<file path="src/common/busPkg.sv">
`default_nettype none

package busPkg;

  // Word and byte-address widths shared by both buses
  localparam int dataWidth = 32;
  localparam int addrWidth = 32;

endpackage

`default_nettype wire

</file>
<file path="src/common/armPkg.sv">
`default_nettype none

package armPkg;

  localparam int regAddrWidth = 4;
  localparam logic [regAddrWidth-1:0] pcReg = 4'd15;

  // Instruction class, bits 27:26
  localparam logic [1:0] opDp     = 2'b00;
  localparam logic [1:0] opMem    = 2'b01;
  localparam logic [1:0] opBranch = 2'b10;

  // Data-processing command, bits 24:21
  localparam logic [3:0] cmdAnd = 4'h0;
  localparam logic [3:0] cmdSub = 4'h2;
  localparam logic [3:0] cmdAdd = 4'h4;
  localparam logic [3:0] cmdCmp = 4'hA;
  localparam logic [3:0] cmdOrr = 4'hC;
  localparam logic [3:0] cmdMov = 4'hD;

  // Condition 1111 never passes, so this word is a bubble
  localparam logic [31:0] nopInstr = 32'hF000_0000;

  typedef enum logic [2:0] {aluAdd, aluSub, aluAnd, aluOrr, aluMov} aluOpT;

  typedef enum logic [1:0] {shLsl, shLsr, shAsr, shRor} shiftT;

  typedef enum logic [3:0] {
    condEq = 4'b0000,
    condNe = 4'b0001,
    condGe = 4'b1010,
    condLt = 4'b1011,
    condAl = 4'b1110
  } condT;

  typedef struct packed {
    logic n;
    logic z;
    logic c;
    logic v;
  } flagsT;

  typedef enum logic [1:0] {fwdReg = 2'b00, fwdResultW = 2'b01, fwdAluOutM = 2'b10} fwdSelT;

  typedef enum logic [1:0] {immDp, immMem, immBranch} immSrcT;

endpackage

`default_nettype wire

</file>
<file path="src/datapath/regFile.sv">
`timescale 1ns/1ns
`default_nettype none

module regFile (
  input  logic                            clk,
  input  logic                            writeEn,
  input  logic [armPkg::regAddrWidth-1:0] readAddr1,
  input  logic [armPkg::regAddrWidth-1:0] readAddr2,
  input  logic [armPkg::regAddrWidth-1:0] writeAddr,
  input  logic [busPkg::dataWidth-1:0]    writeData,
  input  logic [busPkg::dataWidth-1:0]    pcPlus8,
  output logic [busPkg::dataWidth-1:0]    readData1,
  output logic [busPkg::dataWidth-1:0]    readData2
);
  import armPkg::*;
  import busPkg::*;

  logic [dataWidth-1:0] regs [0:14];

  // R15 is not stored here
  always_ff @(posedge clk) begin
    if (writeEn && writeAddr != pcReg) begin
      regs[writeAddr] <= writeData;
    end
  end

  // Same-cycle write wins over the stored value
  assign readData1 = (readAddr1 == pcReg) ? pcPlus8 :
                     (writeEn && readAddr1 == writeAddr) ? writeData : regs[readAddr1];
  assign readData2 = (readAddr2 == pcReg) ? pcPlus8 :
                     (writeEn && readAddr2 == writeAddr) ? writeData : regs[readAddr2];

endmodule

`default_nettype wire

</file>
<file path="src/datapath/execUnit.sv">
`timescale 1ns/1ns
`default_nettype none

module execUnit (
  input  logic [busPkg::dataWidth-1:0] srcA,
  input  logic [busPkg::dataWidth-1:0] srcB,
  input  logic [23:0]                  immIn,
  input  armPkg::immSrcT               immKind,
  input  logic [6:0]                   instrFields,
  input  armPkg::aluOpT                aluOp,
  input  logic                         shiftEn,
  output logic [busPkg::dataWidth-1:0] immOut,
  output logic [busPkg::dataWidth-1:0] result,
  output armPkg::flagsT                flags
);
  import armPkg::*;
  import busPkg::*;

  logic [4:0]           shAmt;
  shiftT                shType;
  logic [dataWidth-1:0] imm8;
  logic [4:0]           rotAmt;
  logic [dataWidth-1:0] shifted;
  logic [dataWidth-1:0] opB;
  logic [dataWidth:0]   sum;

  assign shAmt  = instrFields[6:2];
  assign shType = shiftT'(instrFields[1:0]);
  assign imm8   = {24'd0, immIn[7:0]};
  assign rotAmt = {immIn[11:8], 1'b0};

  // Immediate forms
  always_comb begin
    case (immKind)
      immDp:     immOut = (imm8 >> rotAmt) | (imm8 << (6'd32 - rotAmt));
      immMem:    immOut = {20'd0, immIn[11:0]};
      immBranch: immOut = {{6{immIn[23]}}, immIn, 2'b00};
      default:   immOut = '0;
    endcase
  end

  // Barrel shifter, zero amount passes the operand through
  always_comb begin
    shifted = srcB;
    if (shiftEn && shAmt != 5'd0) begin
      case (shType)
        shLsl:   shifted = srcB << shAmt;
        shLsr:   shifted = srcB >> shAmt;
        shAsr:   shifted = $signed(srcB) >>> shAmt;
        shRor:   shifted = (srcB >> shAmt) | (srcB << (6'd32 - shAmt));
        default: shifted = srcB;
      endcase
    end
  end

  // Subtract as A + ~B + 1
  assign opB = (aluOp == aluSub) ? ~shifted : shifted;
  assign sum = {1'b0, srcA} + {1'b0, opB} + {{dataWidth{1'b0}}, aluOp == aluSub};

  always_comb begin
    case (aluOp)
      aluAdd, aluSub: result = sum[dataWidth-1:0];
      aluAnd:         result = srcA & shifted;
      aluOrr:         result = srcA | shifted;
      aluMov:         result = shifted;
      default:        result = '0;
    endcase
    flags.n = result[dataWidth-1];
    flags.z = (result == '0);
    flags.c = 1'b0;
    flags.v = 1'b0;
    // C and V only mean something for arithmetic
    if (aluOp == aluAdd || aluOp == aluSub) begin
      flags.c = sum[dataWidth];
      flags.v = (srcA[dataWidth-1] == opB[dataWidth-1]) &&
                (result[dataWidth-1] != srcA[dataWidth-1]);
    end
  end

endmodule

`default_nettype wire

</file>
<file path="src/datapath/datapath.sv">
`timescale 1ns/1ns
`default_nettype none

module datapath (
  input  logic                         clk,
  input  logic                         rstN,
  input  logic [busPkg::dataWidth-1:0] instrF,
  input  armPkg::immSrcT               immSrcD,
  input  logic [1:0]                   regSrcD,
  input  logic                         aluSrcE,
  input  armPkg::aluOpT                aluOpE,
  input  logic                         shiftEnE,
  input  logic                         branchTakenE,
  input  logic                         regWriteW,
  input  logic                         memToRegW,
  input  logic                         stallF,
  input  logic                         stallD,
  input  logic                         flushD,
  input  logic                         flushE,
  input  logic                         stallM,
  input  logic                         flushW,
  input  armPkg::fwdSelT               forwardA,
  input  armPkg::fwdSelT               forwardB,
  input  logic [busPkg::dataWidth-1:0] readDataM,
  output logic [busPkg::addrWidth-1:0] pcF,
  output logic [busPkg::dataWidth-1:0] instrD,
  output logic [busPkg::dataWidth-1:0] aluOutM,
  output logic [busPkg::dataWidth-1:0] writeDataM,
  output armPkg::flagsT                flagsE,
  output logic                         match1EM,
  output logic                         match1EW,
  output logic                         match2EM,
  output logic                         match2EW,
  output logic                         matchDE
);
  import armPkg::*;
  import busPkg::*;

  logic [addrWidth-1:0]    pcPlus4F;
  logic [addrWidth-1:0]    pcNextF;
  logic [regAddrWidth-1:0] ra1D, ra2D, ra1E, ra2E, wa3E, wa3M, wa3W;
  logic [dataWidth-1:0]    rd1D, rd2D, rd1E, rd2E;
  logic [23:0]             immFieldE;
  immSrcT                  immSrcE;
  logic [6:0]              shiftFieldsE;
  logic [dataWidth-1:0]    srcAE, writeDataE, immE, srcBE, aluResultE;
  logic [dataWidth-1:0]    aluOutW, resultW;

  // Fetch
  assign pcPlus4F = pcF + 32'd4;
  assign pcNextF  = branchTakenE ? aluResultE : pcPlus4F;

  always_ff @(posedge clk or negedge rstN) begin
    if (!rstN) begin
      pcF <= '0;
    end else if (!stallF) begin
      pcF <= pcNextF;
    end
  end

  // Decode
  always_ff @(posedge clk or negedge rstN) begin
    if (!rstN) begin
      instrD <= nopInstr;
    end else if (flushD) begin
      instrD <= nopInstr;
    end else if (!stallD) begin
      instrD <= instrF;
    end
  end

  assign ra1D = regSrcD[0] ? pcReg : instrD[19:16];
  assign ra2D = regSrcD[1] ? instrD[15:12] : instrD[3:0];

  // PC+4 of the fetch stage is PC+8 of the decode instruction
  regFile regs (
    .clk       (clk),
    .writeEn   (regWriteW),
    .readAddr1 (ra1D),
    .readAddr2 (ra2D),
    .writeAddr (wa3W),
    .writeData (resultW),
    .pcPlus8   (pcPlus4F),
    .readData1 (rd1D),
    .readData2 (rd2D)
  );

  // Execute, frozen together with the memory stage
  always_ff @(posedge clk or negedge rstN) begin
    if (!rstN) begin
      ra1E <= '0;
      ra2E <= '0;
      wa3E <= '0;
    end else if (flushE) begin
      ra1E <= '0;
      ra2E <= '0;
      wa3E <= '0;
    end else if (!stallM) begin
      ra1E <= ra1D;
      ra2E <= ra2D;
      wa3E <= instrD[15:12];
    end
  end

  // While frozen, keep forwarded operands since writeback drains to a bubble
  always_ff @(posedge clk) begin
    if (!stallM) begin
      rd1E         <= rd1D;
      rd2E         <= rd2D;
      immFieldE    <= instrD[23:0];
      immSrcE      <= immSrcD;
      shiftFieldsE <= instrD[11:5];
    end else begin
      rd1E <= srcAE;
      rd2E <= writeDataE;
    end
  end

  always_comb begin
    case (forwardA)
      fwdResultW: srcAE = resultW;
      fwdAluOutM: srcAE = aluOutM;
      default:    srcAE = rd1E;
    endcase
    case (forwardB)
      fwdResultW: writeDataE = resultW;
      fwdAluOutM: writeDataE = aluOutM;
      default:    writeDataE = rd2E;
    endcase
  end

  assign srcBE = aluSrcE ? immE : writeDataE;

  execUnit exec (
    .srcA        (srcAE),
    .srcB        (srcBE),
    .immIn       (immFieldE),
    .immKind     (immSrcE),
    .instrFields (shiftFieldsE),
    .aluOp       (aluOpE),
    .shiftEn     (shiftEnE),
    .immOut      (immE),
    .result      (aluResultE),
    .flags       (flagsE)
  );

  // Memory
  always_ff @(posedge clk) begin
    if (!stallM) begin
      aluOutM    <= aluResultE;
      writeDataM <= writeDataE;
    end
  end

  always_ff @(posedge clk or negedge rstN) begin
    if (!rstN) begin
      wa3M <= '0;
      wa3W <= '0;
    end else begin
      if (!stallM) begin
        wa3M <= wa3E;
      end
      wa3W <= flushW ? '0 : wa3M;
    end
  end

  // Writeback, load data is already held by the bus bridge
  always_ff @(posedge clk) begin
    aluOutW <= aluOutM;
  end

  assign resultW = memToRegW ? readDataM : aluOutW;

  // Register matches for the hazard unit
  assign match1EM = (wa3M == ra1E);
  assign match1EW = (wa3W == ra1E);
  assign match2EM = (wa3M == ra2E);
  assign match2EW = (wa3W == ra2E);
  assign matchDE  = (wa3E == ra1D) || (wa3E == ra2D);

endmodule

`default_nettype wire

</file>
<file path="src/controller.sv">
`timescale 1ns/1ns
`default_nettype none

module controller (
  input  logic                         clk,
  input  logic                         rstN,
  input  logic [busPkg::dataWidth-1:0] instrD,
  input  armPkg::flagsT                flagsE,
  input  logic                         match1EM,
  input  logic                         match1EW,
  input  logic                         match2EM,
  input  logic                         match2EW,
  input  logic                         matchDE,
  input  logic                         memBusy,
  output armPkg::immSrcT               immSrcD,
  output logic [1:0]                   regSrcD,
  output logic                         aluSrcE,
  output armPkg::aluOpT                aluOpE,
  output logic                         shiftEnE,
  output logic                         branchTakenE,
  output logic                         regWriteW,
  output logic                         memToRegW,
  output logic                         memReadM,
  output logic                         memWriteM,
  output logic                         stallF,
  output logic                         stallD,
  output logic                         flushD,
  output logic                         flushE,
  output logic                         stallM,
  output logic                         flushW,
  output armPkg::fwdSelT               forwardA,
  output armPkg::fwdSelT               forwardB
);
  import armPkg::*;

  logic [1:0] opD;
  logic [3:0] cmdD;
  logic       regWriteD, memReadD, memWriteD, branchD, flagSetD, aluSrcD, shiftEnD;
  aluOpT      aluOpD;
  logic       regWriteE, memReadE, memWriteE, branchE, flagSetE;
  condT       condE;
  logic       condPassE;
  flagsT      flagReg;
  logic       regWriteM;
  logic       loadUse;

  assign opD  = instrD[27:26];
  assign cmdD = instrD[24:21];

  // Decode
  always_comb begin
    regSrcD   = 2'b00;
    immSrcD   = immDp;
    aluSrcD   = 1'b0;
    aluOpD    = aluAdd;
    shiftEnD  = 1'b0;
    regWriteD = 1'b0;
    memReadD  = 1'b0;
    memWriteD = 1'b0;
    branchD   = 1'b0;
    flagSetD  = 1'b0;
    case (opD)
      opDp: begin
        aluSrcD   = instrD[25];
        shiftEnD  = !instrD[25];
        regWriteD = (cmdD != cmdCmp);
        flagSetD  = instrD[20] || (cmdD == cmdCmp);
        case (cmdD)
          cmdAdd:         aluOpD = aluAdd;
          cmdSub, cmdCmp: aluOpD = aluSub;
          cmdAnd:         aluOpD = aluAnd;
          cmdOrr:         aluOpD = aluOrr;
          cmdMov:         aluOpD = aluMov;
          default: begin
            regWriteD = 1'b0;
            flagSetD  = 1'b0;
          end
        endcase
      end
      opMem: begin
        // Bit 20 is L, bit 23 is U
        immSrcD    = immMem;
        aluSrcD    = 1'b1;
        aluOpD     = instrD[23] ? aluAdd : aluSub;
        regSrcD[1] = !instrD[20];
        regWriteD  = instrD[20];
        memReadD   = instrD[20];
        memWriteD  = !instrD[20];
      end
      opBranch: begin
        immSrcD    = immBranch;
        aluSrcD    = 1'b1;
        regSrcD[0] = 1'b1;
        branchD    = 1'b1;
      end
      default: begin
      end
    endcase
  end

  // Execute control
  always_ff @(posedge clk or negedge rstN) begin
    if (!rstN) begin
      regWriteE <= 1'b0;
      memReadE  <= 1'b0;
      memWriteE <= 1'b0;
      branchE   <= 1'b0;
      flagSetE  <= 1'b0;
      aluSrcE   <= 1'b0;
      aluOpE    <= aluAdd;
      shiftEnE  <= 1'b0;
      condE     <= condEq;
    end else if (flushE) begin
      regWriteE <= 1'b0;
      memReadE  <= 1'b0;
      memWriteE <= 1'b0;
      branchE   <= 1'b0;
      flagSetE  <= 1'b0;
    end else if (!memBusy) begin
      regWriteE <= regWriteD;
      memReadE  <= memReadD;
      memWriteE <= memWriteD;
      branchE   <= branchD;
      flagSetE  <= flagSetD;
      aluSrcE   <= aluSrcD;
      aluOpE    <= aluOpD;
      shiftEnE  <= shiftEnD;
      condE     <= condT'(instrD[31:28]);
    end
  end

  always_comb begin
    case (condE)
      condEq:  condPassE = flagReg.z;
      condNe:  condPassE = !flagReg.z;
      condGe:  condPassE = (flagReg.n == flagReg.v);
      condLt:  condPassE = (flagReg.n != flagReg.v);
      condAl:  condPassE = 1'b1;
      default: condPassE = 1'b0;
    endcase
  end

  // Update once, on the cycle the instruction leaves execute
  always_ff @(posedge clk or negedge rstN) begin
    if (!rstN) begin
      flagReg <= '0;
    end else if (flagSetE && condPassE && !memBusy) begin
      flagReg <= flagsE;
    end
  end

  assign branchTakenE = branchE && condPassE;

  // Memory and writeback control
  always_ff @(posedge clk or negedge rstN) begin
    if (!rstN) begin
      regWriteM <= 1'b0;
      memReadM  <= 1'b0;
      memWriteM <= 1'b0;
      regWriteW <= 1'b0;
      memToRegW <= 1'b0;
    end else begin
      if (!stallM) begin
        regWriteM <= regWriteE && condPassE;
        memReadM  <= memReadE && condPassE;
        memWriteM <= memWriteE && condPassE;
      end
      regWriteW <= !flushW && regWriteM;
      memToRegW <= !flushW && memReadM;
    end
  end

  // Hazards, memory stage has priority over writeback
  always_comb begin
    if (match1EM && regWriteM) begin
      forwardA = fwdAluOutM;
    end else if (match1EW && regWriteW) begin
      forwardA = fwdResultW;
    end else begin
      forwardA = fwdReg;
    end
    if (match2EM && regWriteM) begin
      forwardB = fwdAluOutM;
    end else if (match2EW && regWriteW) begin
      forwardB = fwdResultW;
    end else begin
      forwardB = fwdReg;
    end
  end

  assign loadUse = matchDE && memReadE;
  assign stallF  = loadUse || memBusy;
  assign stallD  = loadUse || memBusy;
  assign flushD  = branchTakenE && !memBusy;
  assign flushE  = (loadUse || branchTakenE) && !memBusy;
  assign stallM  = memBusy;
  assign flushW  = memBusy;

endmodule

`default_nettype wire

</file>
<file path="src/memBridge.sv">
`timescale 1ns/1ns
`default_nettype none

module memBridge (
  input  logic                         clk,
  input  logic                         rstN,
  input  logic                         memReadM,
  input  logic                         memWriteM,
  input  logic [busPkg::addrWidth-1:0] addrM,
  input  logic [busPkg::dataWidth-1:0] writeDataM,
  input  logic [busPkg::dataWidth-1:0] wbDatI,
  input  logic                         wbAck,
  output logic                         wbCyc,
  output logic                         wbStb,
  output logic                         wbWe,
  output logic [busPkg::addrWidth-1:0] wbAdr,
  output logic [busPkg::dataWidth-1:0] wbDatO,
  output logic [busPkg::dataWidth-1:0] readDataM,
  output logic                         memBusy
);

  typedef enum logic {stIdle, stWait} stateT;

  stateT state;
  logic  request;

  assign request = memReadM || memWriteM;
  assign wbCyc   = (state == stWait);
  assign wbStb   = wbCyc;

  // Busy from the first memory-stage cycle until ack
  assign memBusy = (state == stIdle) ? request : !wbAck;

  always_ff @(posedge clk or negedge rstN) begin
    if (!rstN) begin
      state <= stIdle;
      wbWe  <= 1'b0;
    end else if (state == stIdle && request) begin
      state <= stWait;
      wbWe  <= memWriteM;
    end else if (state == stWait && wbAck) begin
      state <= stIdle;
      wbWe  <= 1'b0;
    end
  end

  // Bus payload and load data
  always_ff @(posedge clk) begin
    if (state == stIdle && request) begin
      wbAdr  <= addrM;
      wbDatO <= writeDataM;
    end
    if (state == stWait && wbAck && !wbWe) begin
      readDataM <= wbDatI;
    end
  end

endmodule

`default_nettype wire

</file>
<file path="src/armCore.sv">
`timescale 1ns/1ns
`default_nettype none

module armCore (
  input  logic                         clk,
  input  logic                         rstN,
  output logic [busPkg::addrWidth-1:0] imemAddr,
  input  logic [busPkg::dataWidth-1:0] imemData,
  output logic                         wbCyc,
  output logic                         wbStb,
  output logic                         wbWe,
  output logic [busPkg::addrWidth-1:0] wbAdr,
  output logic [busPkg::dataWidth-1:0] wbDatO,
  input  logic [busPkg::dataWidth-1:0] wbDatI,
  input  logic                         wbAck
);
  import armPkg::*;
  import busPkg::*;

  logic [dataWidth-1:0] instrD, aluOutM, writeDataM, readDataM;
  immSrcT               immSrcD;
  logic [1:0]           regSrcD;
  logic                 aluSrcE, shiftEnE, branchTakenE;
  aluOpT                aluOpE;
  logic                 regWriteW, memToRegW, memReadM, memWriteM;
  logic                 stallF, stallD, flushD, flushE, stallM, flushW;
  fwdSelT               forwardA, forwardB;
  flagsT                flagsE;
  logic                 match1EM, match1EW, match2EM, match2EW, matchDE;
  logic                 memBusy;

  datapath dp (
    .clk          (clk),
    .rstN         (rstN),
    .instrF       (imemData),
    .immSrcD      (immSrcD),
    .regSrcD      (regSrcD),
    .aluSrcE      (aluSrcE),
    .aluOpE       (aluOpE),
    .shiftEnE     (shiftEnE),
    .branchTakenE (branchTakenE),
    .regWriteW    (regWriteW),
    .memToRegW    (memToRegW),
    .stallF       (stallF),
    .stallD       (stallD),
    .flushD       (flushD),
    .flushE       (flushE),
    .stallM       (stallM),
    .flushW       (flushW),
    .forwardA     (forwardA),
    .forwardB     (forwardB),
    .readDataM    (readDataM),
    .pcF          (imemAddr),
    .instrD       (instrD),
    .aluOutM      (aluOutM),
    .writeDataM   (writeDataM),
    .flagsE       (flagsE),
    .match1EM     (match1EM),
    .match1EW     (match1EW),
    .match2EM     (match2EM),
    .match2EW     (match2EW),
    .matchDE      (matchDE)
  );

  controller ctrl (
    .clk          (clk),
    .rstN         (rstN),
    .instrD       (instrD),
    .flagsE       (flagsE),
    .match1EM     (match1EM),
    .match1EW     (match1EW),
    .match2EM     (match2EM),
    .match2EW     (match2EW),
    .matchDE      (matchDE),
    .memBusy      (memBusy),
    .immSrcD      (immSrcD),
    .regSrcD      (regSrcD),
    .aluSrcE      (aluSrcE),
    .aluOpE       (aluOpE),
    .shiftEnE     (shiftEnE),
    .branchTakenE (branchTakenE),
    .regWriteW    (regWriteW),
    .memToRegW    (memToRegW),
    .memReadM     (memReadM),
    .memWriteM    (memWriteM),
    .stallF       (stallF),
    .stallD       (stallD),
    .flushD       (flushD),
    .flushE       (flushE),
    .stallM       (stallM),
    .flushW       (flushW),
    .forwardA     (forwardA),
    .forwardB     (forwardB)
  );

  memBridge bridge (
    .clk        (clk),
    .rstN       (rstN),
    .memReadM   (memReadM),
    .memWriteM  (memWriteM),
    .addrM      (aluOutM),
    .writeDataM (writeDataM),
    .wbDatI     (wbDatI),
    .wbAck      (wbAck),
    .wbCyc      (wbCyc),
    .wbStb      (wbStb),
    .wbWe       (wbWe),
    .wbAdr      (wbAdr),
    .wbDatO     (wbDatO),
    .readDataM  (readDataM),
    .memBusy    (memBusy)
  );

endmodule

`default_nettype wire

</file>
<file path="config.mk">
export PLATFORM = sky130hd
export DESIGN_NAME = armCore
export DESIGN_NICKNAME = d
export VERILOG_FILES = /design/src/common/busPkg.sv /design/src/common/armPkg.sv /design/src/datapath/regFile.sv /design/src/datapath/execUnit.sv /design/src/datapath/datapath.sv /design/src/controller.sv /design/src/memBridge.sv /design/src/armCore.sv
export SDC_FILE = /design/constraint.sdc
export NUM_CORES = 2
export LEC_CHECK = 0
export ABC_CLOCK_PERIOD_IN_PS = 11400
export BUFFER_PORTS_ARGS = -buffer_cell sky130_fd_sc_hd__buf_2
export CORE_ASPECT_RATIO = 1.2
export CORE_MARGIN = 8
export CORE_UTILIZATION = 50
export DETAILED_ROUTE_END_ITERATION = 8
export HOLD_SLACK_MARGIN = 0.1
export PLACE_DENSITY = 0.63
export RECOVER_POWER = 100
export SLEW_MARGIN = 20
export SYNTH_ARGS = -nofsm -noshare
export SYNTH_HDL_FRONTEND = slang
export SYNTH_SLANG_ARGS = --single-unit
</file>
<file path="constraint.sdc">
create_clock -name clk -period 11.4 [get_ports clk]
set_clock_uncertainty 0.2 [all_clocks]
set_input_delay 1.71 -clock clk [delete_from_list [all_inputs] [get_ports clk]]
set_output_delay 1.71 -clock clk [all_outputs]
set_load 0.005 [all_outputs]
</file>
==> results.py <==
metrics = {
    "run_status": {
        "outcome": "finished, violations left",
        "violations": "design-rule violations, max-capacitance violations, max-slew violations",
    },
    "floorplan": {
        "io_pins": 166,
        "die_w_um": 308,
        "rows": 128,
        "initial_core_util_pct": 50.3,
        "core_area_um2": 101000,
        "die_h_um": 366,
        "die_area_um2": 113000,
    },
    "worst_hold_path": {
        "hp-class": "flop to flop",
        "whs_endpoint": "bridge.wbDatO[0]$_DFFE_PP_",
        "min_from": "dp.writeDataM[0]$_DFFE_PN_",
        "min_path_cells": 0,
    },
    "synth": {
        "synth-seq-cells": 870,
        "async_reset_ff_share_pct": 12.4,
        "syn_inst": 4915,
        "synth_area_per_cell_um2": 10.4,
        "netlist_area_um2": 51000,
        "yosysSeqAreaShare_pct": 48.3,
        "synth_edf_count": 666,
        "yosysUniqueCellTypes": 104,
        "synth_nets": 5022,
        "synth-main-ff-cell": "edfxtp_1",
        "yosys_warnings": 0,
    },
    "final_layout": {
        "final_util_pct": 56.1,
        "final.fill_count": 8606,
        "multi_input_area_um2": 24800,
        "area_growth_pct": 11.5,
        "drive_gt1_share_pct": 14.4,
        "regArea_um2": 24600,
        "fin_nets": 5139,
    },
    "route": {
        "drt_iter0_drc": 8226,
        "drtAntennaViolNets": 0,
        "routedWlPerCell_um": 42.9,
        "vias": 49300,
        "dr.pass1.iters": 9,
        "vias_per_cell": 7.59,
        "wl_um": 278000,
        "drc": 5,
    },
    "sta": {
        "fin_tns_setup_ns": 0,
        "fin_crit_sh_pct": 93.9,
        "slew_headroom_pct": -185,
        "worst_pin_slew_ns": 4.27,
        "finalSetupViolCount": 0,
        "rsz0062_at_grt": "no",
        "hold_viol_final": 0,
        "fmax_mhz": 93.4,
        "maxSlewViolCount": 1278,
        "hold_slack_ns": 0.217,
        "fin_crit_ns": 10.71,
    },
    "clocking": {
        "path_clk_slew_ns": 0.07,
        "cts_buffers": 83,
        "htree_num_levels": 3,
        "cts_hold_buf": 0,
        "cts_resized": 0,
        "post-cts-setup-buffers": 0,
        "cts_tree": "yes",
        "insertion_delay_ns": 0.73,
        "cts_sinks": 870,
        "clock_path_buffers": 3,
        "root_buffer": "clkbuf_16",
    },
    "placement": {
        "place_congestion": 1.19,
        "hpwl_um": 193000,
        "portBuffers": 165,
    },
    "setup_path": {
        "r2r_cells": 29,
        "path_max_fanout": 16,
        "critPathMaxStageDelay_ns": 0.81,
        "critical_path_arrival_ns": 11.09,
        "crit_path_start_kind": "flop",
        "cpMaxStageDelayCell": "clkbuf_1",
        "r2r-end": "ctrl.flagReg[2]$_DFFE_PN0P_",
        "crit_type": "flop to flop",
        "r2r_slack_ns": 0.69,
        "r2r_start": "ctrl.memToRegW$_DFF_PN0_",
        "endpoint_kind": "flop",
        "required_ns": 11.78,
    },
    "grt": {
        "grt_max_degree": 143,
        "grt_pass1_vias": 45600,
        "grt_pass1_wl_um": 381000,
        "grt.overflow.total": 0,
        "grt_antenna_before_repair": 43,
        "grtUsageTotal_pct": 48.4,
    },
    "run": {
        "maxCapViolations": 34,
    },
}
## how the worst max path moves through the flow
stage          slack [ns]                          end                          from
2_1_floorplan        2.09  ctrl.flagReg[2]$_DFFE_PN0P_  dp.shiftFieldsE[4]$_DFFE_PN_
3_3_place_gp         1.27  ctrl.flagReg[2]$_DFFE_PN0P_          dp.wa3W[0]$_DFF_PN0_
3_5_place_dp         1.63  ctrl.flagReg[2]$_DFFE_PN0P_  dp.shiftFieldsE[4]$_DFFE_PN_
4_1_cts              1.65  ctrl.flagReg[2]$_DFFE_PN0P_  dp.shiftFieldsE[4]$_DFFE_PN_
5_1_grt              0.56  ctrl.flagReg[2]$_DFFE_PN0P_      ctrl.memToRegW$_DFF_PN0_
6_report             0.69  ctrl.flagReg[2]$_DFFE_PN0P_      ctrl.memToRegW$_DFF_PN0_
## routing by layer
metal,share of wire (%),wire length [um],track usage [%]
met4,12,34100,42.7
met2,42,118000,70.6
met5,0.092,256,0.861
met1,31,86900,53.6
met3,14,39200,20.4
## flip-flops by register name, indices dropped and copies added, names as in the netlist, 6 cells and up
name / count
bridge.wbDatO: 32
dp.aluOutW: 32
dp.rd2E: 32
dp.writeDataM: 32
dp.aluOutM: 32
dp.instrD: 32
dp.rd1E: 32
dp.pcF: 32
bridge.wbAdr: 32
dp.regs.regs: 480
dp.immFieldE: 18
bridge.readDataM: 32
dp.shiftFieldsE: 6
## kinds of logic (layout without fill, tap and decap cells)
family | after synthesis | in the layout | synth area share (%)
other cells | 0 | 26 | 0
fa+ha+maj | 49 | 49 | 1.17
simple gates | 1450 | 1450 | 12.7
xor+xnor | 114 | 114 | 1.96
mux | 355 | 355 | 11.2
buf+inv | 501 | 687 | 3.94
flops | 870 | 870 | 48.3
compound gates | 1576 | 1576 | 20.8
## worst max-delay path, delay by kind of cell, from the launching register on
| kind | cells | cell delay (ns) |
|---|---|---|
| AOI/OAI and AO/OA | 16 | 4.77 |
| xor gates and xnor gates | 2 | 0.31 |
| adders and majority gates | 1 | 0.37 |
| buffers and inverters | 2 | 1.29 |
| DFF | 1 | 0.79 |
| muxes | 1 | 0.61 |
| and+or+nand+nor | 7 | 2.22 |
## cell usage in the layout, fill, tap and decap left out, drive strengths merged, types with 121 or more instances in the layout
master / netlist / routed
nor2: 350 / 350
nand2: 624 / 624
a21oi: 324 / 324
mux4: 167 / 167
buf: 100 / 285
nand3: 121 / 121
o21ai: 321 / 321
clkbuf: 310 / 273
mux2i: 141 / 141
o22ai: 125 / 125
edfxtp: 666 / 666
## through the flow
stage | instances | setup slack, ns | area, um^2
finish | 6492 | 0.695 | 56900
CTS | 6454 | 1.65 | 57100
global placement | 6300 | 1.27 | 54400
global route | 6468 | 0.556 | 56900
detailed placement | 6300 | 1.63 | 54400
floorplan | 4915 | 2.09 | 51000
## area by class of cell
class,instances,share of cell area (%)
well taps,1365,3.00
diodes,26,0.114
inverters,91,0.602
clock buffers,116,3.95
multi-input cells,3544,43.6
clock inverters,38,0.822
repair buffers,442,4.65
flip-flops and latches,870,43.3
## synth_stat cells (all sizes together), types with 78 or more instances
cell type,n,area [um^2]
buf,100,504
a211oi,116,881
a31oi,94,588
dfrtp,104,2600
dfxtp,96,1920
nand2,624,2350
o22ai,125,795
nor2,350,1320
and2,78,488
clkbuf,310,1160
nand3,121,606
inv,89,334
mux4,167,3760
o21ai,321,1610
mux2i,141,1410
edfxtp,666,20000
nor3,111,561
a21oi,324,1630
Power is left out: the tool's default activity adds up to more than one toggle a clock period on the data nets, which glitch-free logic cannot reach.
